### src/isaPkg.sv
// Instruction set definitions for the 18-bit stack CPU. Bits 17 and 16 of an instruction are ignored.
package isaPkg;

  ////////////////////////////////////////////////////////////////////////////
  // Opcodes in instruction bits 15 to 12
  typedef enum logic [3:0] {
    opHalt  = 4'b0000,  // No-op, the core never stops
    opPushi = 4'b0001,
    opPush  = 4'b0010,
    opPop   = 4'b0011,
    opJmp   = 4'b0100,
    opJz    = 4'b0101,
    opJnz   = 4'b0110,
    opLd    = 4'b0111,
    opSt    = 4'b1000,
    opPppc  = 4'b1001,  // Bit 0 picks PUSHPC or POPPC
    opIn    = 4'b1101,
    opOut   = 4'b1110,
    opOp    = 4'b1111
  } opcodeT;

  // ALU function codes in bits 4 to 0 of an OP
  typedef enum logic [4:0] {
    funcAdd  = 5'b00000, funcSub = 5'b00001, funcMul  = 5'b00010, funcShl = 5'b00011,
    funcShr  = 5'b00100, funcBand = 5'b00101, funcBor = 5'b00110, funcBxor = 5'b00111,
    funcAnd  = 5'b01000, funcOr  = 5'b01001, funcEq   = 5'b01010, funcNe  = 5'b01011,
    funcGe   = 5'b01100, funcLe  = 5'b01101, funcGt   = 5'b01110, funcLt  = 5'b01111,
    funcNeg  = 5'b10000, funcBnot = 5'b10001, funcNot = 5'b10010,
    funcA    = 5'b10011,  // Dup
    funcB    = 5'b10111,  // Drop
    funcAa   = 5'b11011,  // Dropnext
    funcBa   = 5'b11111   // Over
  } aluFuncT;

  typedef logic [2:0] portSelT;  // Eight port numbers, four are wired

  // Instruction field positions
  localparam int OpcodeHi = 15;
  localparam int OpcodeLo = 12;
  localparam int ImmHi    = 11;  // Immediate or RAM address
  localparam int ImmLo    = 0;
  localparam int FuncHi   = 4;
  localparam int FuncLo   = 0;
  localparam int PortHi   = 2;
  localparam int PortLo   = 0;

endpackage

### src/corePkg.sv
// Machine organisation of the core. Widths are fixed at 18-bit words and 12-bit addresses.
package corePkg;

  typedef logic [17:0] wordT;  // Data word, stack entry and instruction
  typedef logic [11:0] addrT;  // RAM and PC address

  // Sequencer states
  typedef enum logic [2:0] {
    idle   = 3'b000,
    fetchA = 3'b001,
    fetchB = 3'b010,
    execA  = 3'b011,
    execB  = 3'b100
  } seqStateT;

  ////////////////////////////////////////////////////////////////////////////
  // Control strobes from the decoder to the datapath
  typedef struct packed {
    logic pcInc;       // Step PC
    logic abusToPc;    // Jump target from address bus
    logic dbusToPc;    // POPPC target from data bus
    logic dbusToIr;
    logic dbusToTop;
    logic dbusToRam;
    logic dbusToPort;
    logic push;
    logic pop;
    // Address bus sources in priority order
    logic pcToAbus;
    logic irToAbus;
    logic nextToAbus;
    logic topToAbus;
    // Data bus sources in priority order
    logic irToDbus;
    logic topToDbus;
    logic aluToDbus;
    logic ramToDbus;
    logic inToDbus;
    logic pcToDbus;
  } ctrlT;

endpackage

### src/stackAlu.sv
// ALU over the top two stack entries, next is the left operand. Ordered compares are signed, unlisted codes give zero.
`timescale 1ns/10ps

module stackAlu (
  input  corePkg::wordT   top,
  input  corePkg::wordT   next,
  input  isaPkg::aluFuncT func,
  output corePkg::wordT   result
);

  corePkg::wordT topBiased;
  corePkg::wordT nextBiased;

  // Offset by 2^17 so unsigned compares order signed values
  assign topBiased  = top + corePkg::wordT'(18'h20000);
  assign nextBiased = next + corePkg::wordT'(18'h20000);

  always_comb
  begin
    case (func)
      isaPkg::funcAdd:  result = next + top;
      isaPkg::funcSub:  result = next - top;
      isaPkg::funcMul:  result = next * top;  // Low 18 bits kept
      isaPkg::funcShl:  result = next << top;
      isaPkg::funcShr:  result = next >> top;  // Logical shift
      isaPkg::funcBand: result = next & top;
      isaPkg::funcBor:  result = next | top;
      isaPkg::funcBxor: result = next ^ top;
      // Truth values as 1 or 0
      isaPkg::funcAnd:  result = corePkg::wordT'((next != '0) && (top != '0));
      isaPkg::funcOr:   result = corePkg::wordT'((next != '0) || (top != '0));
      isaPkg::funcEq:   result = corePkg::wordT'(next == top);
      isaPkg::funcNe:   result = corePkg::wordT'(next != top);
      isaPkg::funcGe:   result = corePkg::wordT'(nextBiased >= topBiased);
      isaPkg::funcLe:   result = corePkg::wordT'(nextBiased <= topBiased);
      isaPkg::funcGt:   result = corePkg::wordT'(nextBiased > topBiased);
      isaPkg::funcLt:   result = corePkg::wordT'(nextBiased < topBiased);
      // Unary on top
      isaPkg::funcNeg:  result = -top;
      isaPkg::funcBnot: result = ~top;
      isaPkg::funcNot:  result = corePkg::wordT'(top == '0);
      isaPkg::funcA,
      isaPkg::funcAa:   result = top;  // Dup, dropnext
      isaPkg::funcB,
      isaPkg::funcBa:   result = next;  // Drop, over
      default:          result = '0;
    endcase
  end

endmodule

### config.mk
export PLATFORM = sky130hd
export DESIGN_NAME = stackAlu
export DESIGN_NICKNAME = d
export VERILOG_FILES = /design/src/isaPkg.sv /design/src/corePkg.sv /design/src/stackAlu.sv
export SDC_FILE = /design/constraint.sdc
export NUM_CORES = 1
export LEC_CHECK = 0
export ABC_AREA = 1
export BUFFER_PORTS_ARGS = -buffer_cell sky130_fd_sc_hd__buf_2
export CAP_MARGIN = 40
export CORE_MARGIN = 1
export CORE_UTILIZATION = 60
export DETAILED_ROUTE_END_ITERATION = 10
export PLACE_DENSITY_LB_ADDON = 0.1
export REMOVE_ABC_BUFFERS = 1
export SLEW_MARGIN = 20
export SYNTH_ARGS = -nofsm -noshare
export SYNTH_HDL_FRONTEND = slang
export SYNTH_SLANG_ARGS = --single-unit
### constraint.sdc
create_clock -name vclk -period 6.9
set_input_delay 0.345 -clock vclk [all_inputs]
set_output_delay 0.345 -clock vclk [all_outputs]
set_load 0.005 [all_outputs]
Word-level counts from Yosys, hierarchy flattened --
Cells that the tools add are included.
Storage, ports and cells: flip-flop bits (word level) 0, input port bits 41, output and inout port bits 18, word-level logic and storage cells 49
Cells by class: add/sub/neg operators 5, multipliers 1, order comparisons 4, equality and inequality tests 24, shift operators 2, muxes and demuxes 1, bitwise logic cells 4, reduce and logical (&&, ||, !) cells 8
Operators with widths (count):
- $pmux 18 s21 | 1
- $eq 5x4->1 const B | 8
- $add 18x18->18 const B | 2
- $reduce_bool 18->1 | 2
- $eq 5x5->1 const B | 7
- $eq 5x3->1 const B | 4
- $add 18x18->18 | 1
- $and 18x18->18 | 1
- $eq 18x18->1 | 1
- $ge 18x18->1 | 1
- $gt 18x18->1 | 1
- $le 18x18->1 | 1
- $logic_not 18->1 | 1
- $lt 18x18->1 | 1
- $mul 18x18->18 | 1
- $ne 18x18->1 | 1
- $neg 18->18 | 1
- $not 18->18 | 1
- $or 18x18->18 | 1
- $shl 18x18->18 | 1
- $shr 18x18->18 | 1
- $sub 18x18->18 | 1
- $xor 18x18->18 | 1
- $eq 5x2->1 const B | 2
- other kinds (5) | 6

Longest topological paths before layout --
Gate-level depths: netlist of the first run.
word-level depth 3, mapped depth 30, mapped depth without buffers 27

Worst setup path after synthesis of the first run --
Ideal clock, no wire load.
kind input-to-output, start point input top[3], end point output result[16], arrival 5469 ps, path slack 1086 ps, stages 21, buffers on the path 3, path through buf_2 > clkbuf_1 > buf_1 > nand2_1 > fa_1 > fa_1 > inv_1 > fa_1 > fa_1 > fa_1 > inv_1 > fa_1 > inv_1 > ha_1 > inv_1 > nor4_1 > nand3_1 > o2111ai_1 > a21oi_1 > o21ai_0 > nand4_1
On the way: cells in the longest elaborated chain, start to end 2, elaborated cells between the ends (all ways) 7
Ends and longest elaborated chain:
- start, declared | RTL line stackAlu.sv:5 | input corePkg::wordT top,
- $mul 18x18->18 (tied with other cells) | RTL line stackAlu.sv:23 | isaPkg::funcMul: result = next * top;
- $pmux 18 s21 * | RTL line stackAlu.sv:20 | case (func)
- end, declared | RTL line stackAlu.sv:8 | output corePkg::wordT result
Mark *: on every way between the ends. The rest lies on a longest branch, timed or not.

Worst setup path in the final report of the first run --
start point input top[4], end point output result[16]
The elaborated chain is that of the path after synthesis.

==> run summary, run 1 <==
Clock buf count - 0
Register area share after synthesis - 0%
Required time worst endpoint - 6.55 ns
Layout fillers - 1,788
Num sequential - 0
GR Util All Layers - 44.54%
RSZ-0062 raised after global routing - no
Drt drc - 8
Vias per cell - 6.012
Post-CTS Hold Buffers - 0
Total Nets Final - 2,190
Multi-input logic area - 9151 um2
Reg area - 0 um2
Final hold violation count - 0
Synth unique cells - 52
Number of global-route vias before repair - 12,440
Io pins - 59
Detailed Place HPWL - 33.84 mm
Total number of vias - 12,970
Share of layout cells above drive strength 1 - 6.483%
Fin crit share - 90.75%
Cts repair resizes - 0
MaxCap Viol Count - 0
Worst slew pin tran - 0.7873 ns
Crit Path Max Fanout - 16
YS warnings - 0
Cell Chain, Critical Path - buf_2 > nand2_1 > fa_1 > fa_1 > inv_1 > fa_1 > fa_1 > fa_1 > inv_1 > fa_1 > inv_1 > ha_1 > inv_1 > nor4_1 > nand2_1 > o2111ai_1 > a21oi_1 > o21ai_0 > nand4_1 > buf_2
Final setup violating endpoints - 0
Die height - 138.6 um
Core footprint - 18,150 um2
Post-layout util - 63.25%
Setup_tns - 0 ns
Critical path launch point type - input pin
Failing checks - DRC
Largest net degree at the start of global routing - 33
Gate count after technology mapping - 1,941
Max-slew violation count - 0
Post-DR wirelength/cell - 19.84 um
Top cell by count, worst path - fa_1
Largest area contributor in the netlist - fa_1
TritonRoute pass-1 iters - 11
Data arrival time of the worst path - 5.92 ns
Die ar. - 19,200 um2
Global-route wire length before repair - 66.42 mm
Worst min path class - in2out
Status - complete, but fails checks
Initial DRC Count - 1,429
Fmax - 159.7 MHz
Syn_area_per_cell - 5.765 um2
Row count - 49
Initial Util - 61.67%
Final WL - 42.81 mm
PortBufs - 59
Gp weighted congestion - 1.046
Synth area leaders - fa_1 20%, nand2_1 19%, inv_1 14%, ha_1 12%, nand3_1 7.8%
Initial antenna violation count - 2
Mapped cell area - 11,190 um2
Area share of the largest cell type after synthesis - 19.86%
Area growth, synth to finish - 2.571%
CP endpoint kind - primary output
Slew headroom - 47.39%
Critical Path Max Stage Delay - 0.54 ns
Crit-path slowest cell - fa_1
Overflow after GRT - 0
Setup bufs post-CTS - 0
Die Width - 138.6 um
Minimum clock period - 6.262 ns
Final ANT Viol Nets - 0
Worst Setup Path Type - in2out
## final timing paths
check	depth (start not counted)	endpoint	slack, ns	from
max	20	result[16]	0.64	top[4]
min	4	result[0]	1.11	func[3]
## per-stage QoR
| step | area [um2] | setup WS, ns | instances | hold slack [ns] |
|---|---|---|---|---|
| after global routing | 11480 | 0.4523 | 2157 | 1.123 |
| after CTS | 11460 | 0.7674 | 2156 | 1.105 |
| final | 11480 | 0.6380 | 2158 | 1.107 |
| after detailed placement | 11460 | 0.7812 | 2156 | 1.102 |
| after global placement | 11460 | 0.9214 | 2156 | 1.121 |
| after floorplan | 10800 | 1.790 | 1858 | 0.8232 |
## logic make-up after synthesis
kind of cell / count (synthesis) / synth area share [%]
and+or+nand+nor: 948 / 36.68
buffers and inverters: 523 / 18.22
AOI/OAI and AO/OA: 242 / 12.46
adders and majority gates: 219 / 31.93
xor gates and xnor gates: 9 / 0.7044
## critical path, delay by kind of cell
kind	cells	cell delay, ns
buffers and inverters	6	0.84
AND/OR/NAND/NOR	4	0.89
AO/OA/AOI/OAI	3	0.44
adder cells (fa/ha/maj)	7	3.39
## Yosys cell counts, types with 4 or more instances
cell type	instances
inv_2	12
o21bai_1	6
nand3_1	175
buf_2	28
o2111ai_1	5
o31ai_1	5
buf_1	16
o21ai_0	61
a21oi_1	84
or2_2	9
nand3_2	6
a211oi_1	4
nand2_1	561
nor2_2	5
inv_1	426
o211ai_1	10
nor4_1	4
nand2_2	8
nor2_1	115
nor2_4	5
fa_1	111
o21ai_1	22
xor2_1	8
nor3_1	23
o22ai_1	21
ha_1	108
clkbuf_1	31
nand4_1	26
## final cells by class
| class | count | share of cell area [%] |
|---|---|---|
| Tap cell | 229 | 2.496 |
| Inverter | 440 | 14.40 |
| Timing Repair Buffer | 70 | 3.357 |
| Multi-Input combinational cell | 1418 | 79.73 |
| Antenna cell | 1 | 0.02180 |
## layer usage
| metal | wire [um] | track usage, % | vias up |
|---|---|---|---|
| li1 | - | - | 5987 |
| met1 | 16100 | 57.40 | 5956 |
| met3 | 5564 | 10.15 | 176 |
| met4 | 2501 | 22.47 | 2 |
| met5 | 11 | 0 | - |
| met2 | 18630 | 70.10 | 853 |
## placed cells by master (no fill, tap or decap), types with 12 or more instances in the layout
cell type  netlist  layout
ha_1           108     108
buf_2           28      59
fa_1           111     111
o21ai_0         61      61
o22ai_1         21      21
nor2_1         115     115
nand4_1         26      26
a21oi_1         84      84
o21ai_1         22      22
inv_1          426     426
nor3_1          23      23
nand2_1        561     561
inv_2           12      12
nand3_1        175     175
==> inputs of run 2 (changes only) <==
ABC_AREA = 0   (was 1)
RECOVER_POWER = 25   (was default)
==> run summary, run 2 <==
Die Width - 129.9 um (-6.2%)
Multi-input logic area - 8602 um2 (-6.0%)
Synth unique cells - 76 (+46%)
TritonRoute pass-1 iters - 6 (-5)
Num sequential - 0 (unchanged)
Initial antenna violation count - 0 (-2)
Row count - 46 (-6.1%)
VDD IR-drop max - 0.5668 mV
Reg area - 0 um2 (unchanged)
Largest net degree at the start of global routing - 54 (+64%)
Max-slew violation count - 0 (unchanged)
Layout fillers - 1,481 (-17%)
Io pins - 59 (unchanged)
Commonest non-fill, non-tap cell in the layout - inv_1
RSZ-0062 raised after global routing - no
Slew headroom - 43.74% (-3.6 points)
CP endpoint kind - primary output
Post-DR wirelength/cell - 24.36 um (+23%)
Initial DRC Count - 1,429 (unchanged)
Ant diodes - 0 (-1)
Syn_area_per_cell - 7.028 um2 (+22%)
YS warnings - 0 (unchanged)
Area growth, synth to finish - 5.085%
Register area share after synthesis - 0% (unchanged)
Status - completed
Cts repair resizes - 0 (unchanged)
Crit-path slowest cell - inv_1
Die ar. - 16,880 um2 (-12%)
Leak Pwr - 4.904 nW
Total number of vias - 10,830 (-17%)
PortBufs - 59 (unchanged)
Top-count cell post-synth - inv_1
Clock buf count - 0 (unchanged)
Worst min path class - in2out
MaxCap Viol Count - 0 (unchanged)
Worst slew pin tran - 0.8418 ns (+0.05457 ns)
Share of layout cells above drive strength 1 - 9.822% (+3.3 points)
Area share of the largest cell type after synthesis - 22.63% (+2.8 points)
Critical path launch point type - input pin
Mapped cell area - 9818 um2 (-12%)
Data arrival time of the worst path - 6.22 ns (+0.30 ns)
Required time worst endpoint - 6.55 ns (about the same)
Number of global-route vias before repair - 10,350 (-17%)
Worst Setup Path Type - in2out
Synth area leaders - fa_1 23%, ha_1 14%, inv_1 8.3%, nor2_1 7.3%, nand2_1 4.8%
Synth top cells by count - 216 x inv_1, 191 x nor2_1, 125 x nand2_1
Critical Path Max Stage Delay - 0.55 ns (about the same)
Fin crit share - 95.21% (+4.5 points)
Hold Slack - 1.106 ns (-0.0005000 ns)
Overflow after GRT - 0 (unchanged)
Drt drc - 0 (-8)
Fmax - 152.2 MHz (-4.7%)
Gate count after technology mapping - 1,397 (-28%)
Global-route wire length before repair - 59.17 mm (-11%)
Post-CTS Hold Buffers - 0 (unchanged)
Total Nets Final - 1,667 (-24%)
Most frequent cells in the layout - 216 x inv_1, 189 x nor2_1, 125 x nand2_1
Worst Path Buf+Inv - 7 (+1)
Final setup violating endpoints - 0 (unchanged)
Final ANT Viol Nets - 0 (unchanged)
Placed Area - 10,300 um2 (-10%)
Family with the most delay on the worst path - adder cells
Gp weighted congestion - 1.061 (+1.4%)
Detailed Place HPWL - 30.80 mm (-9.0%)
Cell Chain, Critical Path - buf_2 > inv_1 > nor2_1 > fa_1 > inv_1 > fa_1 > inv_1 > ha_1 > fa_1 > fa_1 > inv_1 > fa_1 > inv_1 > ha_1 > a2111oi_0 > nor3_1 > a41oi_1 > a21oi_1 > xnor2_1 > nand2_1 > o211ai_2 > buf_2
Core footprint - 15,940 um2 (-12%)
Final hold violation count - 0 (unchanged)
Minimum clock period - 6.569 ns (+0.3073 ns)
Setup bufs post-CTS - 0 (unchanged)
Final WL - 39.48 mm (-7.8%)
Die height - 129.9 um (-6.2%)
Largest area contributor in the netlist - fa_1
GR Util All Layers - 47.25% (+2.7 points)
Initial Util - 61.58% (-0.082 points)
Pwr Density - 274.6 nW/um2
Vias per cell - 6.679 (+11%)
Crit Path Max Fanout - 14 (-2)
Setup_tns - 0 ns (unchanged)
Fin area - 10,320 um2 (-10%)
-- run 2: changes by cell type after synthesis, sizes merged, moves of 32 or more --
cell	previous run	this run
clkbuf	33	65
inv	438	227
nand2	571	125
nor2	128	192
xnor2	1	42
nand3	181	26
-- run 2: final cells by class --
type / count / share of cell area, %
Timing Repair Buffer: 96 / 5.603
Tap cell: 216 / 2.619
Inverter: 231 / 8.404
Multi-Input combinational cell: 1078 / 83.37
-- run 2: cell families after synthesis --
logic type / after synthesis / share of synthesized area, %
compound gates: 351 / 23.98
xor+xnor: 52 / 4.639
fa+ha+maj: 220 / 36.50
buf+inv: 319 / 12.44
mux: 20 / 2.574
simple gates: 435 / 19.87
-- run 2: power breakdown --
group	internal (W)	switching, W	total (W)
registers	0	0	0
logic	0.00112	0.00171	0.00283
clock network	0	0	0
total	0.00112	0.00171	0.00283
-- run 2: per-stage QoR --
step / power (W) / std cells / utilization, % / setup WS (ns)
2_1_floorplan: 0.001906 / 1309 / - / 1.251
3_3_place_gp: 0.002682 / 1615 / 64.43 / 0.6166
3_5_place_dp: 0.002718 / 1618 / 64.58 / 0.4040
4_1_cts: 0.002742 / 1618 / 64.58 / 0.4332
5_1_grt: 0.003082 / 1621 / 64.72 / 0.07960
6_report: 0.002834 / 1621 / 64.72 / 0.3308
-- run 2: metal layers --
metal / part of all wire (%) / vias to the layer above / track usage (%)
met5: 0 / - / 0
met4: 6.3 / 0 / 26.20
met3: 13 / 199 / 12.96
met2: 42 / 838 / 71.19
met1: 38 / 5071 / 61.23
li1: - / 4718 / -
-- run 2: path summary, 6_finish.rpt --
| check | from | endpoint | cells after the start |
|---|---|---|---|
| setup / recovery | top[4] | result[17] | 22 |
| hold / removal | func[3] | result[0] | 4 |
(Power assumes the default switching activity.)
==> inputs of run 3 (changes only) <==
CORE_UTILIZATION = 40   (was 60)
==> run summary, run 3 (synthesis gave the netlist of run 2 again) <==
Status - complete, but fails checks
Failing checks - capacitance limit, slew limit
Fin area - 10,490 um2 (+1.6%)
Overflow after GRT - 0 (unchanged)
Total Nets Final - 1,670 (+0.18%)
CP endpoint kind - primary output
Crit-path slowest cell - fa_1
Post-DR wirelength/cell - 24.36 um (about the same)
Final hold violation count - 0 (unchanged)
Required time worst endpoint - 6.55 ns (about the same)
Fin crit share - 92.64% (-2.6 points)
Reg area - 0 um2 (unchanged)
Setup_tns - 0 ns (unchanged)
Net Switching - 0.001765 W (+2.9%)
Cell Chain, Critical Path - buf_2 > inv_1 > nor2_1 > fa_1 > fa_1 > ha_1 > ha_1 > inv_1 > fa_1 > inv_1 > ha_1 > fa_1 > a21oi_1 > o21bai_1 > a2111oi_0 > nor3_1 > a41oi_1 > nor2b_1 > xnor2_1 > a21oi_1 > o211ai_1 > buf_2
Crit Path Max Fanout - 13 (-1)
Switch share - 61.31% (+0.81 points)
Setup bufs post-CTS - 0 (unchanged)
Worst min path class - in2out
Pwr Density - 274.5 nW/um2 (about the same)
Critical path launch point type - input pin
Data arrival time of the worst path - 6.05 ns (-0.17 ns)
Final setup violating endpoints - 0 (unchanged)
Internal - 0.001113 W (-0.51%)
Post-CTS Hold Buffers - 0 (unchanged)
Multi-input logic area - 8611 um2 (+0.10%)
Most frequent cells in the layout - 216 x inv_1, 190 x nor2_1, 125 x nand2_1
Critical Path Max Stage Delay - 0.55 ns (about the same)
Hold Startpoint - func[3]
Max-slew violation count - 38 (+38)
Die height - 158.7 um (+22%)
Clock buf count - 0 (unchanged)
Fmax - 156.4 MHz (+2.8%)
Commonest non-fill, non-tap cell in the layout - inv_1
Worst Setup Path Type - in2out
Number of global-route vias before repair - 10,220 (-1.2%)
Final ANT Viol Nets - 0 (unchanged)
Post-layout util - 44.14% (-21 points)
Initial DRC Count - 1,187 (-17%)
Detailed Place HPWL - 33.41 mm (+8.5%)
Min-Delay Endpoint - result[0]
MaxCap Viol Count - 1 (+1)
VDD IR-drop max - 0.2441 mV (-57%)
Row count - 56 (+22%)
Layout fillers - 2,566 (+73%)
Worst slew pin tran - 1.999 ns (+1.157 ns)
Drt drc - 0 (unchanged)
Register share of total power - 0% (unchanged)
Placed Area - 10,490 um2 (+1.9%)
Leak Pwr - 4.915 nW (+0.23%)
PortBufs - 59 (unchanged)
Die Width - 158.7 um (+22%)
Combinational Power Share - 100.0% (about the same)
Top cell by count, worst path - fa_1
GR Util All Layers - 34.23% (-13 points)
Hold path depth - 4 (unchanged)
Share of layout cells above drive strength 1 - 9.801% (-0.021 points)
Total number of vias - 10,610 (-2.0%)
Global-route wire length before repair - 63.51 mm (+7.3%)
Initial antenna violation count - 1 (+1)
Die ar. - 25,180 um2 (+49%)
Crit path from - top[1]
Cts repair resizes - 0 (unchanged)
Slew headroom - -33.27% (-77 points)
Largest net degree at the start of global routing - 54 (unchanged)
Vias per cell - 6.139 (-8.1%)
Clock power share - 0% (unchanged)
Minimum clock period - 6.392 ns (-0.1773 ns)
Initial Util - 41.33% (-20 points)
Gp weighted congestion - 1.007 (-5.0%)
RSZ-0062 raised after global routing - no
Io pins - 59 (unchanged)
Final WL - 42.09 mm (+6.6%)
TritonRoute pass-1 iters - 5 (-1)
Num sequential - 0 (unchanged)
Core footprint - 23,750 um2 (+49%)
Area growth, synth to finish - 6.793%
[run 3: stage by stage]
stage | worst slack, ns | total power (W) | hold WS (ns) | instances
after floorplan | 1.251 | 0.001906 | 0.8076 | 1309
after global placement | 0.6103 | 0.002862 | 1.088 | 1722
after detailed placement | 0.5165 | 0.002846 | 1.087 | 1727
after CTS | 0.5082 | 0.002878 | 1.087 | 1727
after global routing | 0.2136 | 0.003196 | 1.121 | 1727
final | 0.5081 | 0.002878 | 1.091 | 1728
[run 3: per-layer routing]
layer	wire, um	GRT usage [%]	vias up
met2	18150	53.59	665
met1	18250	48.41	5139
met3	4108	4.491	80
met5	0	0	-
met4	1592	10.99	0
li1	-	-	4724
[run 3: power groups by stage]
stage | Combinational [W] | Clock [W] | Sequential (W)
after global placement | 0.00286 | 0 | 0
after floorplan | 0.00191 | 0 | 0
after detailed placement | 0.00285 | 0 | 0
after global routing | 0.00320 | 0 | 0
final | 0.00288 | 0.0000000000570 | 0
after CTS | 0.00288 | 0 | 0
[run 3: area by class of cell]
cell class / count / share of cell area [%]
Timing Repair Buffer: 99 / 5.776
Tap cell: 319 / 3.807
Antenna cell: 1 / 0.02387
Inverter: 231 / 8.270
Multi-Input combinational cell: 1078 / 82.12
[run 3: how the worst max path moves through the flow]
| stage | slack (ns) | cells past startpoint | end |
|---|---|---|---|
| 2_1_floorplan | 1.25 | 20 | result[15] |
| 3_3_place_gp | 0.61 | 22 | result[15] |
| 3_5_place_dp | 0.52 | 22 | result[15] |
| 4_1_cts | 0.51 | 22 | result[15] |
| 5_1_grt | 0.21 | 22 | result[15] |
| 6_report | 0.51 | 22 | result[15] |
[run 3: critical path: cells and delay by family]
family                   cells  cell delay [ns]
AO/OA/AOI/OAI                6             1.49
AND/OR/NAND/NOR              3             0.53
buffers and inverters        5             0.85
adder cells (fa/ha/maj)      7             2.67
XOR/XNOR                     1             0.12
