## src/isaPkg.sv

```systemverilog
// Instruction set definitions for the 18-bit stack CPU. Bits 17 and 16 of an instruction are ignored.
package isaPkg;

  ////////////////////////////////////////////////////////////////////////////
  // Opcodes in instruction bits 15 to 12
  typedef enum logic [3:0] {
    opHalt  = 4'b0000,  // No-op, the core never stops
    opPushi = 4'b0001,
    opPush  = 4'b0010,
    opPop   = 4'b0011,
    opJmp   = 4'b0100,
    opJz    = 4'b0101,
    opJnz   = 4'b0110,
    opLd    = 4'b0111,
    opSt    = 4'b1000,
    opPppc  = 4'b1001,  // Bit 0 picks PUSHPC or POPPC
    opIn    = 4'b1101,
    opOut   = 4'b1110,
    opOp    = 4'b1111
  } opcodeT;

  // ALU function codes in bits 4 to 0 of an OP
  typedef enum logic [4:0] {
    funcAdd  = 5'b00000, funcSub = 5'b00001, funcMul  = 5'b00010, funcShl = 5'b00011,
    funcShr  = 5'b00100, funcBand = 5'b00101, funcBor = 5'b00110, funcBxor = 5'b00111,
    funcAnd  = 5'b01000, funcOr  = 5'b01001, funcEq   = 5'b01010, funcNe  = 5'b01011,
    funcGe   = 5'b01100, funcLe  = 5'b01101, funcGt   = 5'b01110, funcLt  = 5'b01111,
    funcNeg  = 5'b10000, funcBnot = 5'b10001, funcNot = 5'b10010,
    funcA    = 5'b10011,  // Dup
    funcB    = 5'b10111,  // Drop
    funcAa   = 5'b11011,  // Dropnext
    funcBa   = 5'b11111   // Over
  } aluFuncT;

  typedef logic [2:0] portSelT;  // Eight port numbers, four are wired

  // Instruction field positions
  localparam int OpcodeHi = 15;
  localparam int OpcodeLo = 12;
  localparam int ImmHi    = 11;  // Immediate or RAM address
  localparam int ImmLo    = 0;
  localparam int FuncHi   = 4;
  localparam int FuncLo   = 0;
  localparam int PortHi   = 2;
  localparam int PortLo   = 0;

endpackage

```

## src/corePkg.sv

```systemverilog
// Machine organisation of the core. Widths are fixed at 18-bit words and 12-bit addresses.
package corePkg;

  typedef logic [17:0] wordT;  // Data word, stack entry and instruction
  typedef logic [11:0] addrT;  // RAM and PC address

  // Sequencer states
  typedef enum logic [2:0] {
    idle   = 3'b000,
    fetchA = 3'b001,
    fetchB = 3'b010,
    execA  = 3'b011,
    execB  = 3'b100
  } seqStateT;

  ////////////////////////////////////////////////////////////////////////////
  // Control strobes from the decoder to the datapath
  typedef struct packed {
    logic pcInc;       // Step PC
    logic abusToPc;    // Jump target from address bus
    logic dbusToPc;    // POPPC target from data bus
    logic dbusToIr;
    logic dbusToTop;
    logic dbusToRam;
    logic dbusToPort;
    logic push;
    logic pop;
    // Address bus sources in priority order
    logic pcToAbus;
    logic irToAbus;
    logic nextToAbus;
    logic topToAbus;
    // Data bus sources in priority order
    logic irToDbus;
    logic topToDbus;
    logic aluToDbus;
    logic ramToDbus;
    logic inToDbus;
    logic pcToDbus;
  } ctrlT;

endpackage

```

## src/cpuControl.sv

```systemverilog
// Sequencer and decoder of the stack CPU. HALT and unused opcodes execute as no-ops, every instruction takes 3 or 4 cycles.
`timescale 1ns/10ps

module cpuControl (
  input  logic          clk,
  input  logic          reset,
  input  corePkg::wordT dataBus,
  input  corePkg::wordT stackTop,
  output corePkg::ctrlT ctrl,
  output corePkg::wordT instr
);

  corePkg::seqStateT state;
  isaPkg::opcodeT    opcode;
  isaPkg::aluFuncT   func;
  logic              needExecB;

  assign opcode    = isaPkg::opcodeT'(instr[isaPkg::OpcodeHi:isaPkg::OpcodeLo]);
  assign func      = isaPkg::aluFuncT'(instr[isaPkg::FuncHi:isaPkg::FuncLo]);
  assign needExecB = (opcode == isaPkg::opPush) || (opcode == isaPkg::opLd) ||
                     (opcode == isaPkg::opSt);  // Second RAM cycle or second pop

  ////////////////////////////////////////////////////////////////////////////
  // Sequencer
  always_ff @(posedge clk)
  begin
    if (!reset)
      state <= corePkg::idle;
    else
    begin
      case (state)
        corePkg::idle:   state <= corePkg::fetchA;
        corePkg::fetchA: state <= corePkg::fetchB;
        corePkg::fetchB: state <= corePkg::execA;
        corePkg::execA:  state <= needExecB ? corePkg::execB : corePkg::fetchA;
        default:         state <= corePkg::fetchA;  // execB and stray codes
      endcase
    end
  end

  // Instruction register, loaded from RAM data in fetchB
  always_ff @(posedge clk)
  begin
    if (!reset)
      instr <= '0;
    else if (ctrl.dbusToIr)
      instr <= dataBus;
  end

  ////////////////////////////////////////////////////////////////////////////
  // Decoder
  always_comb
  begin
    ctrl = '0;
    case (state)
      corePkg::fetchA:
      begin
        ctrl.pcToAbus = 1'b1;  // Address the next word
        ctrl.pcInc    = 1'b1;
      end
      corePkg::fetchB:
      begin
        ctrl.pcToAbus  = 1'b1;
        ctrl.ramToDbus = 1'b1;  // Read data arrives now
        ctrl.dbusToIr  = 1'b1;
      end
      corePkg::execA:
      begin
        case (opcode)
          isaPkg::opPushi:
          begin
            ctrl.irToDbus  = 1'b1;
            ctrl.dbusToTop = 1'b1;
            ctrl.push      = 1'b1;
          end
          isaPkg::opPush: ctrl.irToAbus = 1'b1;  // Read, push in execB
          isaPkg::opPop:
          begin
            ctrl.irToAbus  = 1'b1;
            ctrl.topToDbus = 1'b1;
            ctrl.dbusToRam = 1'b1;
            ctrl.pop       = 1'b1;
          end
          isaPkg::opJmp:
          begin
            ctrl.irToAbus = 1'b1;
            ctrl.abusToPc = 1'b1;
          end
          isaPkg::opJz, isaPkg::opJnz:
          begin
            // Jump when top matches the condition, pop either way
            if ((stackTop == '0) == (opcode == isaPkg::opJz))
            begin
              ctrl.irToAbus = 1'b1;
              ctrl.abusToPc = 1'b1;
            end
            ctrl.pop = 1'b1;
          end
          isaPkg::opLd: ctrl.topToAbus = 1'b1;  // Top is the address
          isaPkg::opSt:
          begin
            ctrl.nextToAbus = 1'b1;  // Store top at address in next
            ctrl.topToDbus  = 1'b1;
            ctrl.dbusToRam  = 1'b1;
            ctrl.pop        = 1'b1;  // First of two pops
          end
          isaPkg::opPppc:
          begin
            if (!instr[0])  // PUSHPC
            begin
              ctrl.pcToDbus  = 1'b1;
              ctrl.dbusToTop = 1'b1;
              ctrl.push      = 1'b1;
            end
            else  // POPPC
            begin
              ctrl.topToDbus = 1'b1;
              ctrl.dbusToPc  = 1'b1;
              ctrl.pop       = 1'b1;
            end
          end
          isaPkg::opIn:
          begin
            ctrl.inToDbus  = 1'b1;
            ctrl.dbusToTop = 1'b1;
            ctrl.push      = 1'b1;
          end
          isaPkg::opOut:
          begin
            ctrl.topToDbus  = 1'b1;
            ctrl.dbusToPort = 1'b1;
            ctrl.pop        = 1'b1;
          end
          isaPkg::opOp:
          begin
            ctrl.aluToDbus = 1'b1;
            ctrl.dbusToTop = 1'b1;
            ctrl.pop       = !func[4];  // Binary ops consume next
            case (func)
              isaPkg::funcA, isaPkg::funcBa: ctrl.push = 1'b1;  // Dup, over
              isaPkg::funcB, isaPkg::funcAa: ctrl.pop  = 1'b1;  // Drop, dropnext
              default: ;
            endcase
          end
          default: ;  // HALT
        endcase
      end
      corePkg::execB:
      begin
        case (opcode)
          isaPkg::opPush:
          begin
            ctrl.ramToDbus = 1'b1;
            ctrl.dbusToTop = 1'b1;
            ctrl.push      = 1'b1;
          end
          isaPkg::opLd:
          begin
            ctrl.ramToDbus = 1'b1;  // Replace address with data
            ctrl.dbusToTop = 1'b1;
          end
          isaPkg::opSt: ctrl.pop = 1'b1;  // Drop the address
          default: ;
        endcase
      end
      default: ;  // Idle drives nothing
    endcase
  end

endmodule

```

## config.mk

```make
export PLATFORM = sky130hd
export DESIGN_NAME = cpuControl
export DESIGN_NICKNAME = d
export VERILOG_FILES = /design/src/isaPkg.sv /design/src/corePkg.sv /design/src/cpuControl.sv
export SDC_FILE = /design/constraint.sdc
export NUM_CORES = 1
export LEC_CHECK = 0
export BUFFER_PORTS_ARGS = -buffer_cell sky130_fd_sc_hd__buf_2
export CAP_MARGIN = 10
export CORE_AREA = 4 4 63 65
export CTS_BUF_LIST = sky130_fd_sc_hd__clkbuf_8
export DETAILED_ROUTE_END_ITERATION = 10
export DIE_AREA = 0 0 67 69
export PLACE_DENSITY = 0.69
export SKIP_LAST_GASP = 1
export SLEW_MARGIN = 20
export SYNTH_ARGS = -nofsm -noshare
export SYNTH_HDL_FRONTEND = slang
export SYNTH_SLANG_ARGS = --single-unit
```

## constraint.sdc

```tcl
create_clock -name clk -period 3.64 [get_ports clk]
set_clock_uncertainty 0.2 [all_clocks]
set_input_delay 0.182 -clock clk [delete_from_list [all_inputs] [get_ports clk]]
set_output_delay 0.182 -clock clk [all_outputs]
set_load 0.01 [all_outputs]
```

Yosys cells after proc, flatten, opt, wreduce, memory -nomap -nowiden
Index checks and enable logic that the tools add are counted.
{"block": "op_classes", "eq_ne": 21, "n_shift": 0, "n_div": 0, "n_reduce_logical": 15, "order_cmp": 0, "bitwise_logic": 0, "n_addsub": 0, "n_mux": 34, "n_mul": 0}
{"cell": "$eq 4x4->1 const B", "n": 5}
{"cell": "$eq 5x5->1 const B", "n": 4}
{"cell": "$mux 1", "n": 19}
{"cell": "$logic_not 18->1", "n": 1}
{"cell": "$eq 4x3->1 const B", "n": 4}
{"cell": "$reduce_or 2->1", "n": 7}
{"cell": "$pmux 1 s2", "n": 6}
{"cell": "$pmux 3 s3", "n": 1}
{"cell": "$reduce_or 3->1", "n": 3}
{"cell": "$eq 4x2->1 const B", "n": 2}
{"cell": "$eq 3x2->1 const B", "n": 2}
{"cell": "$mux 2", "n": 3}
{"cell": "$mux 6", "n": 1}
{"cell": "$pmux 1 s3", "n": 2}
{"cell": "$reduce_or 5->1", "n": 1}
{"cell": "$eq 4x1->1 const B", "n": 1}
{"cell": "$pmux 2 s2", "n": 1}
{"cell": "$eq 3x1->1 const B", "n": 1}
{"cell": "$eq 3x3->1 const B", "n": 1}
{"cell": "$mux 3", "n": 1}
{"cell": "$logic_or 1x1->1", "n": 2}
{"cell": "$eq 1x1->1", "n": 1}
{"cell": "$logic_not 1->1", "n": 1}
{"block": "totals", "inputBits": 38, "register_bits": 21, "wordCells": 72, "rom_bits": 0, "mem_count": 0, "out_inout_bits": 37, "latchBits": 0, "mem_bits_rw": 0}

Depth between registers and ports, before layout
Gate-level depths: netlist (run 1).
{"block": "depth", "ltp_word": 5, "mapped_depth": 6, "ltp_nobuf": 5}

Worst setup path before layout (run 1)
OpenSTA, ideal clock, no wires.
{"block": "synth_timing", "kind": "flip-flop to output port", "startpoint": "reg instr[15]", "endpoint": "out ctrl[11] (netlist name)", "arrival_ns": 1.450, "path_slack_ns": 1.808, "path_buffers": 2, "required_ns": 3.258, "stages_incl_launch_ff": 5, "cell_sequence": "dfxtp_1 > buf_2 > buf_1 > nand2_1 > o41ai_1"}
{"element": "start, declared", "line": "cpuControl.sv:10", "text": "output corePkg::wordT instr"}
{"element": "start signal, assigned", "line": "cpuControl.sv:47", "text": "instr <= dataBus;"}
{"element": "end, declared", "line": "cpuControl.sv:9", "text": "output corePkg::ctrlT ctrl,"}

==> run metrics, run 1 <==
die width=67 um; vias in the first global route=roughly 1400; Max Fclk=a little under 400 MHz; YS warnings=0; GP Congestion=around 0.77; DRC violations left=0; Final nets=288; antenna fix cells=0; Post-synth EDFFs=0; critical path peak fanout=27; starting density of the core=between 30 and 40%; Crit. End Element=output port; power share of the sequential group=48.1%; cts bufs inserted=3; syn nets=204; cell count after placement=273; Post-DRT Antenna Nets=0; sequential area share after synthesis=33.8%; Max IR drop VDD=0.263 mV; max_slew headroom=47.2%; CP startpoint=instr[13]; status=completed; Yosys cell types=39; port bufs=74; CTS root buf=clkbuf_8; die span in y=69 um; Setup violations, final=0; dominant synthesized flop cell=dfxtp_1; Switching Share=31.1%; Comb pwr share=25.4%; total negative slack=0 ns; via count=1471; critical path class=reg -> out; power per cell area=312 nW/um^2; initial antenna violation count=0; Tot Pwr=~0.00058 W; Clk pwr share=26.5%; grt ovf=0; Clock Path Buffers=2; core area=3340 um^2; max cap viols=0; Lkg Pwr=0.796 nW; drt first pass iters=4; critical path data required time=3.26 ns; GRT Util Overall=around 16%; CTS sink count=21; Worst Hold Launch=reset; # IOs=75; Total Wirelength=around 3.7 mm; Starting DRT DRC Count=96; CTS tree=built; period utilisation layout=69.5%; post-CTS setup buffer count=0; Slew Limit Fails=0; H-tree levels=1; first-pass GRT wire length=just over 6 mm; Clock Latency Late Sink=0.26 ns; P&R area growth vs syn=48.2%; Hold Fails Final Rpt=0; Reg2Reg Launch Point=state[1]; die area=4620 um^2; Mapped Avg Cell Area=7.48 um^2; Synth area leader=dfxtp_1; P_int=0.000396 W; #FFs+latches synth=21; final core utilization=between 50% and 60%; hold crit path type=in -> reg; Startpoint Class=flop; Post-Layout Cell Count=slightly below 300; crit path time final=2.53 ns; Post-Synthesis Cells=166; Reg clk slew, reported paths=0.08 ns; post-DP HPWL=between 2 and 3 mm; most frequent cells after synthesis=nand2_1, dfxtp_1, a21boi_0, a21boi_1, nor4_1; largest net degree at the start of global routing=28; Wirelength per Cell=12.7 um; mapped cell area=1240 um^2; Synth top area share=between 30% and 40%; ys async rst share=0%; vias per cell=4.99; RSZ-0062 raised after global routing=false; cell row count=21; synth top area cells=dfxtp_1, nand2_1, a21boi_0; Worst-Margin Slew=0.790 ns; Worst EP arrival=2.15 ns; hold slack=0.102 ns; share of cells above drive strength 1=between 30% and 40%; sw power=around 0.00018 W; count leader, synth=nand2_1
[metal layers]
layer  vias to the layer above  global-route usage (%)  wire length [um]
met1                       653                    18.2              1610
met5                         -                       0                 0
met3                         2                    2.92               322
met4                         0                    2.70                12
li1                        755                       -                 -
met2                        61                    29.4              1790
[state kept, by name, indices dropped and copies added (netlist names)]
signal / count
state: 3
instr: 18
[layout by cell type, fill, tap and decap left out, types with 4 or more instances in the layout]
| cell | n |
|---|---|
| nand2b_1 | 5 |
| dlygate4sd3_1 | 18 |
| nor2_1 | 5 |
| buf_2 | 74 |
| a21oi_1 | 4 |
| nor4_1 | 7 |
| nand2_1 | 44 |
| nor2b_1 | 4 |
| dfxtp_1 | 21 |
| nor3_1 | 5 |
| a21boi_1 | 9 |
| nand3_1 | 4 |
| a21boi_0 | 10 |
| xnor2_1 | 4 |
[stage by stage]
| step | setup slack [ns] | area [um^2] |
|---|---|---|
| after floorplan | 1.81 | 1240 |
| after global placement | 1.53 | 1620 |
| after detailed placement | 1.42 | 1620 |
| after CTS | 1.14 | 1840 |
| after global routing | 0.926 | 1840 |
| final | 1.11 | 1840 |
[layout make-up]
cell class,count,area (um^2)
Fill cell,336,1500
Multi-Input combinational cell,130,759
Timing Repair Buffer,92,551
Sequential cell,21,420
Tap cell,46,57.6
Clock buffer,3,41.3
Inverter,2,7.51
Clock inverter,1,5.00
[path summary, 6_finish.rpt]
kind / endpoint / slack [ns] / depth (start not counted)
setup / recovery: ctrl[10] / 1.11 / 5
hold / removal: state[2] / 0.10 / 3
setup reg to reg: instr[5] / 1.75 / 4
hold reg to reg: instr[6] / 0.26 / 2
[cell families (layout without fill, tap and decap cells)]
family | count (synthesis) | count (layout) | share of synthesized area, %
compound gates | 34 | 34 | 20.0
xor+xnor | 4 | 4 | 2.82
simple gates | 92 | 92 | 38.3
buf+inv | 15 | 98 | 5.03
flops | 21 | 21 | 33.8
[timing repair]
action	4_1_cts	5_1_grt
endpoints found under the setup margin	0	0
endpoints found under the hold margin	18	0
gates resized for setup	0	0
hold buffers	18	0
[power by group through the flow]
| stage | Combinational, W | Sequential (W) | Clock [W] |
|---|---|---|---|
| after floorplan | 0.0000877 | 0.000271 | 0 |
| after global placement | 0.000130 | 0.000281 | 0 |
| after detailed placement | 0.000131 | 0.000282 | 0 |
| after CTS | 0.000146 | 0.000277 | 0.000157 |
| after global routing | 0.000164 | 0.000281 | 0.000166 |
| final | 0.000146 | 0.000276 | 0.000152 |
[worst max-delay path, stage by stage, from the launching register on]
cell and delay (ns):
dfxtp_1 0.84, nand2_1 0.26, or3_1 0.36, a31oi_1 0.18
or3_1 0.14, buf_2 0.12
No activity file was read; power rests on OpenSTA's default activity.
==> run 2: changes to the inputs <==
Clock period 3.64 ns to 2.6 ns, I/O delays scaled along.
==> run metrics, run 2 (synthesized netlist as in run 1, its figures left out) <==
share of cells above drive strength 1=32.7%; die span in y=69 um; GP Congestion=approximately 0.86; Worst EP arrival=just under 2 ns; CTS tree=built; power per cell area=431 nW/um^2; DRC violations left=0; Worst-Margin Slew=0.580 ns; Wirelength per Cell=12.3 um; Setup violations, final=0; post-DP HPWL=2.53 mm; antenna fix cells=0; core area=3340 um^2; GRT Util Overall=15.0%; Max Fclk=443 MHz; starting density of the core=37.2%; Slew Limit Fails=0; most common cell after layout, fill and taps aside=buf_2; P&R area growth vs syn=49.3%; max cap viols=0; total negative slack=0 ns; commonest non-fill, non-tap cells in the layout=buf_2, nand2_1, dfxtp_1, dlygate4sd3_1, a21boi_0; Startpoint Class=flop; vias in the first global route=1331; port bufs=74; largest reg by FF count=instr; die area=between 4000 and 5000 um^2; period utilisation layout=86.8%; # IOs=75; Largest register FFs=18; max_slew headroom=61.3%; Filler cells=334; H-tree levels=1; drt first pass iters=4; Clock Latency Late Sink=0.25 ns; Largest stage delay, worst path=0.65 ns; area occupied by registers=420 um^2; Crit. End Element=output port; cell row count=21; CP cell instances=nand4b_1, o31ai_1, nand3_1, o41ai_1, buf_2; Lkg Pwr=0.807 nW; Post-DRT Antenna Nets=0; Hold Fails Final Rpt=0; critical path data required time=2.27 ns; vias per cell=4.95; Max IR drop VDD=about 0.41 mV; cts bufs inserted=3; initial antenna violation count=0; Final nets=a little under 300; Starting DRT DRC Count=154; RSZ-0062 raised after global routing=false; crit path max-delay cell type=dfxtp_1; area occupied by multi-input gates=roughly 760 um^2; CTS sink count=21; Reg clk slew, reported paths=0.07 ns; status=completed; Clock Path Buffers=2; critical path class=reg -> out; die width=approximately 67 um; grt ovf=0; first-pass GRT wire length=5.82 mm; hold crit path type=in -> reg; hold slack=0.0476 ns; crit path time final=approximately 2.3 ns; critical path peak fanout=17; Total Wirelength=3.66 mm; via count=1469; CTS root buf=clkbuf_8; largest net degree at the start of global routing=22; post-CTS setup buffer count=0; top flop regs=instr (18), state (3)
## run 2: changes by cell type in the layout (fill, tap and decap cells not counted), sizes merged
| cell | change |
|---|---|
| buf | +2 |
| clkinv | -1 |
| inv | +1 |
## run 2: critical path, delay by kind of cell (launching register included)
kind,cells,cell delay [ns]
compound gates,2,0.38
buf+inv,1,0.19
flops,1,0.65
simple gates,2,0.45
## run 2: where the power goes
| part | total, W | switching (W) | internal, W |
|---|---|---|---|
| clock network | 0.000205 | 0.0000996 | 0.000105 |
| logic | 0.000212 | 0.000106 | 0.000106 |
| registers | 0.000383 | 0.0000367 | 0.000346 |
| total | 0.000800 | 0.000243 | 0.000557 |
## run 2: final timing paths
path	slack, ns	cells after the start	startpoint	end
worst max-delay path	0.34	5	instr[12]	ctrl[11]
worst min-delay path	0.05	3	reset	state[2]
worst max register to register	0.96	4	state[1]	instr[8]
worst min register to register	0.27	2	instr[6]	instr[6]
## run 2: area by class of cell
type                    instances  share of cell area (%)
well taps                      46                    3.10
repair buffers                 94                    30.5
clock buffers                   3                    2.23
clock inverters                 1                   0.202
flip-flops and latches         21                    22.7
inverters                       2                   0.405
multi-input cells             130                    40.9
## run 2: repair_timing
item | CTS | global route
hold endpoints to repair | 18 | 0
hold buffers | 18 | 0
gates resized for setup | 0 | 0
## run 2: layer usage
metal | vias to the layer above | part of all wire (%) | global-route usage [%]
li1 | 755 | - | -
met1 | 656 | 45 | 19.7
met2 | 58 | 46 | 25.3
met3 | 0 | 8.7 | 2.76
met4 | 0 | 0 | 2.70
met5 | - | 0 | 0
## run 2: through the flow
step | cell area (um^2) | utilization, % | instances | power, W | setup WS (ns)
after floorplan | 1240 | - | 166 | 0.000503 | 0.820
after global placement | 1630 | 48.9 | 275 | 0.000580 | 0.615
after detailed placement | 1630 | 48.9 | 275 | 0.000582 | 0.613
after CTS | 1860 | 55.6 | 297 | 0.000808 | 0.327
after global routing | 1860 | 55.6 | 297 | 0.000852 | 0.135
final | 1860 | 55.6 | 297 | 0.000800 | 0.342
==> run 3: changes to the inputs <==
Clock period 2.6 ns to 2.9 ns, I/O delays scaled along.
==> run metrics, run 3 (synthesized netlist as in run 1, its figures left out) <==
status=completed; power per cell area=388 nW/um^2; H-tree levels=1; Post-DRT Antenna Nets=0; sw power=0.000219 W; Max IR drop VDD=0.265 mV; GP Congestion=0.782; share of cells above drive strength 1=32.4%; critical path data required time=2.56 ns; worst reg-to-reg setup slack=1.11 ns; Tot Pwr=between 0.0007 and 0.0008 W; Crit. End Element=output port; vias in the first global route=1294; period utilisation layout=84.3%; drt first pass iters=4; critical path class=reg -> out; die area=approximately 4600 um^2; Comb pwr share=26.0%; die span in y=69 um; port bufs=74; GRT Util Overall=15.4%; CP cell instances=nand2_1, or3_1, a31oi_1, or3_1, buf_2; cell row count=21; most used cell, CP=or3_1; largest net degree at the start of global routing=28; vias per cell=5.00; Resize count post-CTS=0; reg2reg end=state[0]; RSZ-0062 raised after global routing=false; starting density of the core=37.2%; total negative slack=0 ns; Starting DRT DRC Count=between 100 and 150; most common cell after layout, fill and taps aside=buf_2; DRC violations left=0; initial antenna violation count=0; CTS sink count=21; Final nets=roughly 290; worst hold path endpoint=state[2]; Reg clk slew, reported paths=0.07 ns; WHS Path Cells=3; family with the most delay on the worst path=flip-flops; Wirelength per Cell=~13 um; P&R area growth vs syn=48.7%; top flop regs=instr (18), state (3); Reg2Reg Launch Point=instr[13]; commonest non-fill, non-tap cells in the layout=buf_2, nand2_1, dfxtp_1, dlygate4sd3_1, a21boi_0; grt ovf=0; antenna fix cells=0; cts bufs inserted=3; via count=1479; hold crit path type=in -> reg; largest reg by FF count=instr; P_int=0.000498 W; max cap viols=0; Clk pwr share=approximately a quarter; Largest stage delay, worst path=between 0.8 and 0.9 ns; first-pass GRT wire length=5.82 mm; Hold Fails Final Rpt=0; Slew Limit Fails=0; post-DP HPWL=2.51 mm; # IOs=75; Clock Path Buffers=2; core area=3340 um^2; Worst Hold Launch=reset; post-route cell area=approximately 1800 um^2; Switching Share=30.5%; Lkg Pwr=0.802 nW; Max Fclk=about 410 MHz; Critical path buffers and inverters=1; crit path time final=2.45 ns; CTS root buf=clkbuf_8; Setup violations, final=0; die width=67 um; crit path max-delay cell type=dfxtp_1; Startpoint Class=flop; critical path peak fanout=27; r2r worst-path depth=4; Clock Latency Late Sink=0.25 ns; Largest register FFs=18; Total Wirelength=3.72 mm; Worst-Margin Slew=around 0.80 ns; Worst EP arrival=2.10 ns; power share of the sequential group=about half; CTS tree=built; max_slew headroom=46.4%; Placed Area=roughly 1600 um^2
-- run 3: cell count changes in the layout (fill, tap and decap cells not counted), sizes merged --
cell | before | now
buf | 76 | 75
-- run 3: layer usage --
metal  part of all wire [%]  global-route usage [%]
met1                     44                    20.2
met2                     46                    25.3
met3                    9.2                    3.25
met4                   0.38                    3.38
met5                      0                       0
-- run 3: cell type report --
type	instances	area (um^2)
clock buffer	3	41.3
inverter	2	7.51
sequential	21	420
multi-input combinational	130	759
timing repair buffer	93	558
tap	46	57.6
fill	328	1490
clock inverter	1	3.75
-- run 3: per-stage QoR --
stage / worst slack (ns) / hold WS (ns) / util, % / std cells
after floorplan: 1.11 / 0.0798 / - / 166
after global placement: 0.824 / 0.187 / 48.6 / 274
after detailed placement: 0.763 / 0.192 / 48.6 / 274
after CTS: 0.483 / 0.0625 / 55.4 / 296
after global routing: 0.306 / 0.105 / 55.4 / 296
final: 0.455 / 0.0652 / 55.4 / 296
-- run 3: worst max-delay path by stage --
stage,endpoint,slack (ns),from,cells after the start
2_1_floorplan,ctrl[11],1.11,instr[15],4
3_3_place_gp,ctrl[10],0.82,instr[13],5
3_5_place_dp,ctrl[10],0.76,instr[13],5
4_1_cts,ctrl[10],0.48,instr[13],5
5_1_grt,ctrl[10],0.31,instr[13],5
6_report,ctrl[10],0.45,instr[13],5
-- run 3: worst register-to-register path, stage by stage, from the launching register on --
cell	delay (ns)
dfxtp_1	0.85
xnor2_1	0.16
o32a_1	0.34
nand2_1	0.08
a21boi_1	0.06
-- run 3: timing repair --
| item | in CTS | in global routing |
|---|---|---|
| endpoints found under the hold margin | 18 | 0 |
| setup buffers | 0 | 0 |
| setup endpoints to repair | 0 | 0 |
| hold buffers | 18 | 0 |
-- run 3: power by group through the flow --
stage / registers (W) / clock network, W / logic, W
5_1_grt: 0.000354 / 0.000203 / 0.000207
6_report: 0.000348 / 0.000183 / 0.000186
4_1_cts: 0.000347 / 0.000187 / 0.000187
3_5_place_dp: 0.000354 / 0 / 0.000168
3_3_place_gp: 0.000353 / 0 / 0.000166
2_1_floorplan: 0.000340 / 0 / 0.000110
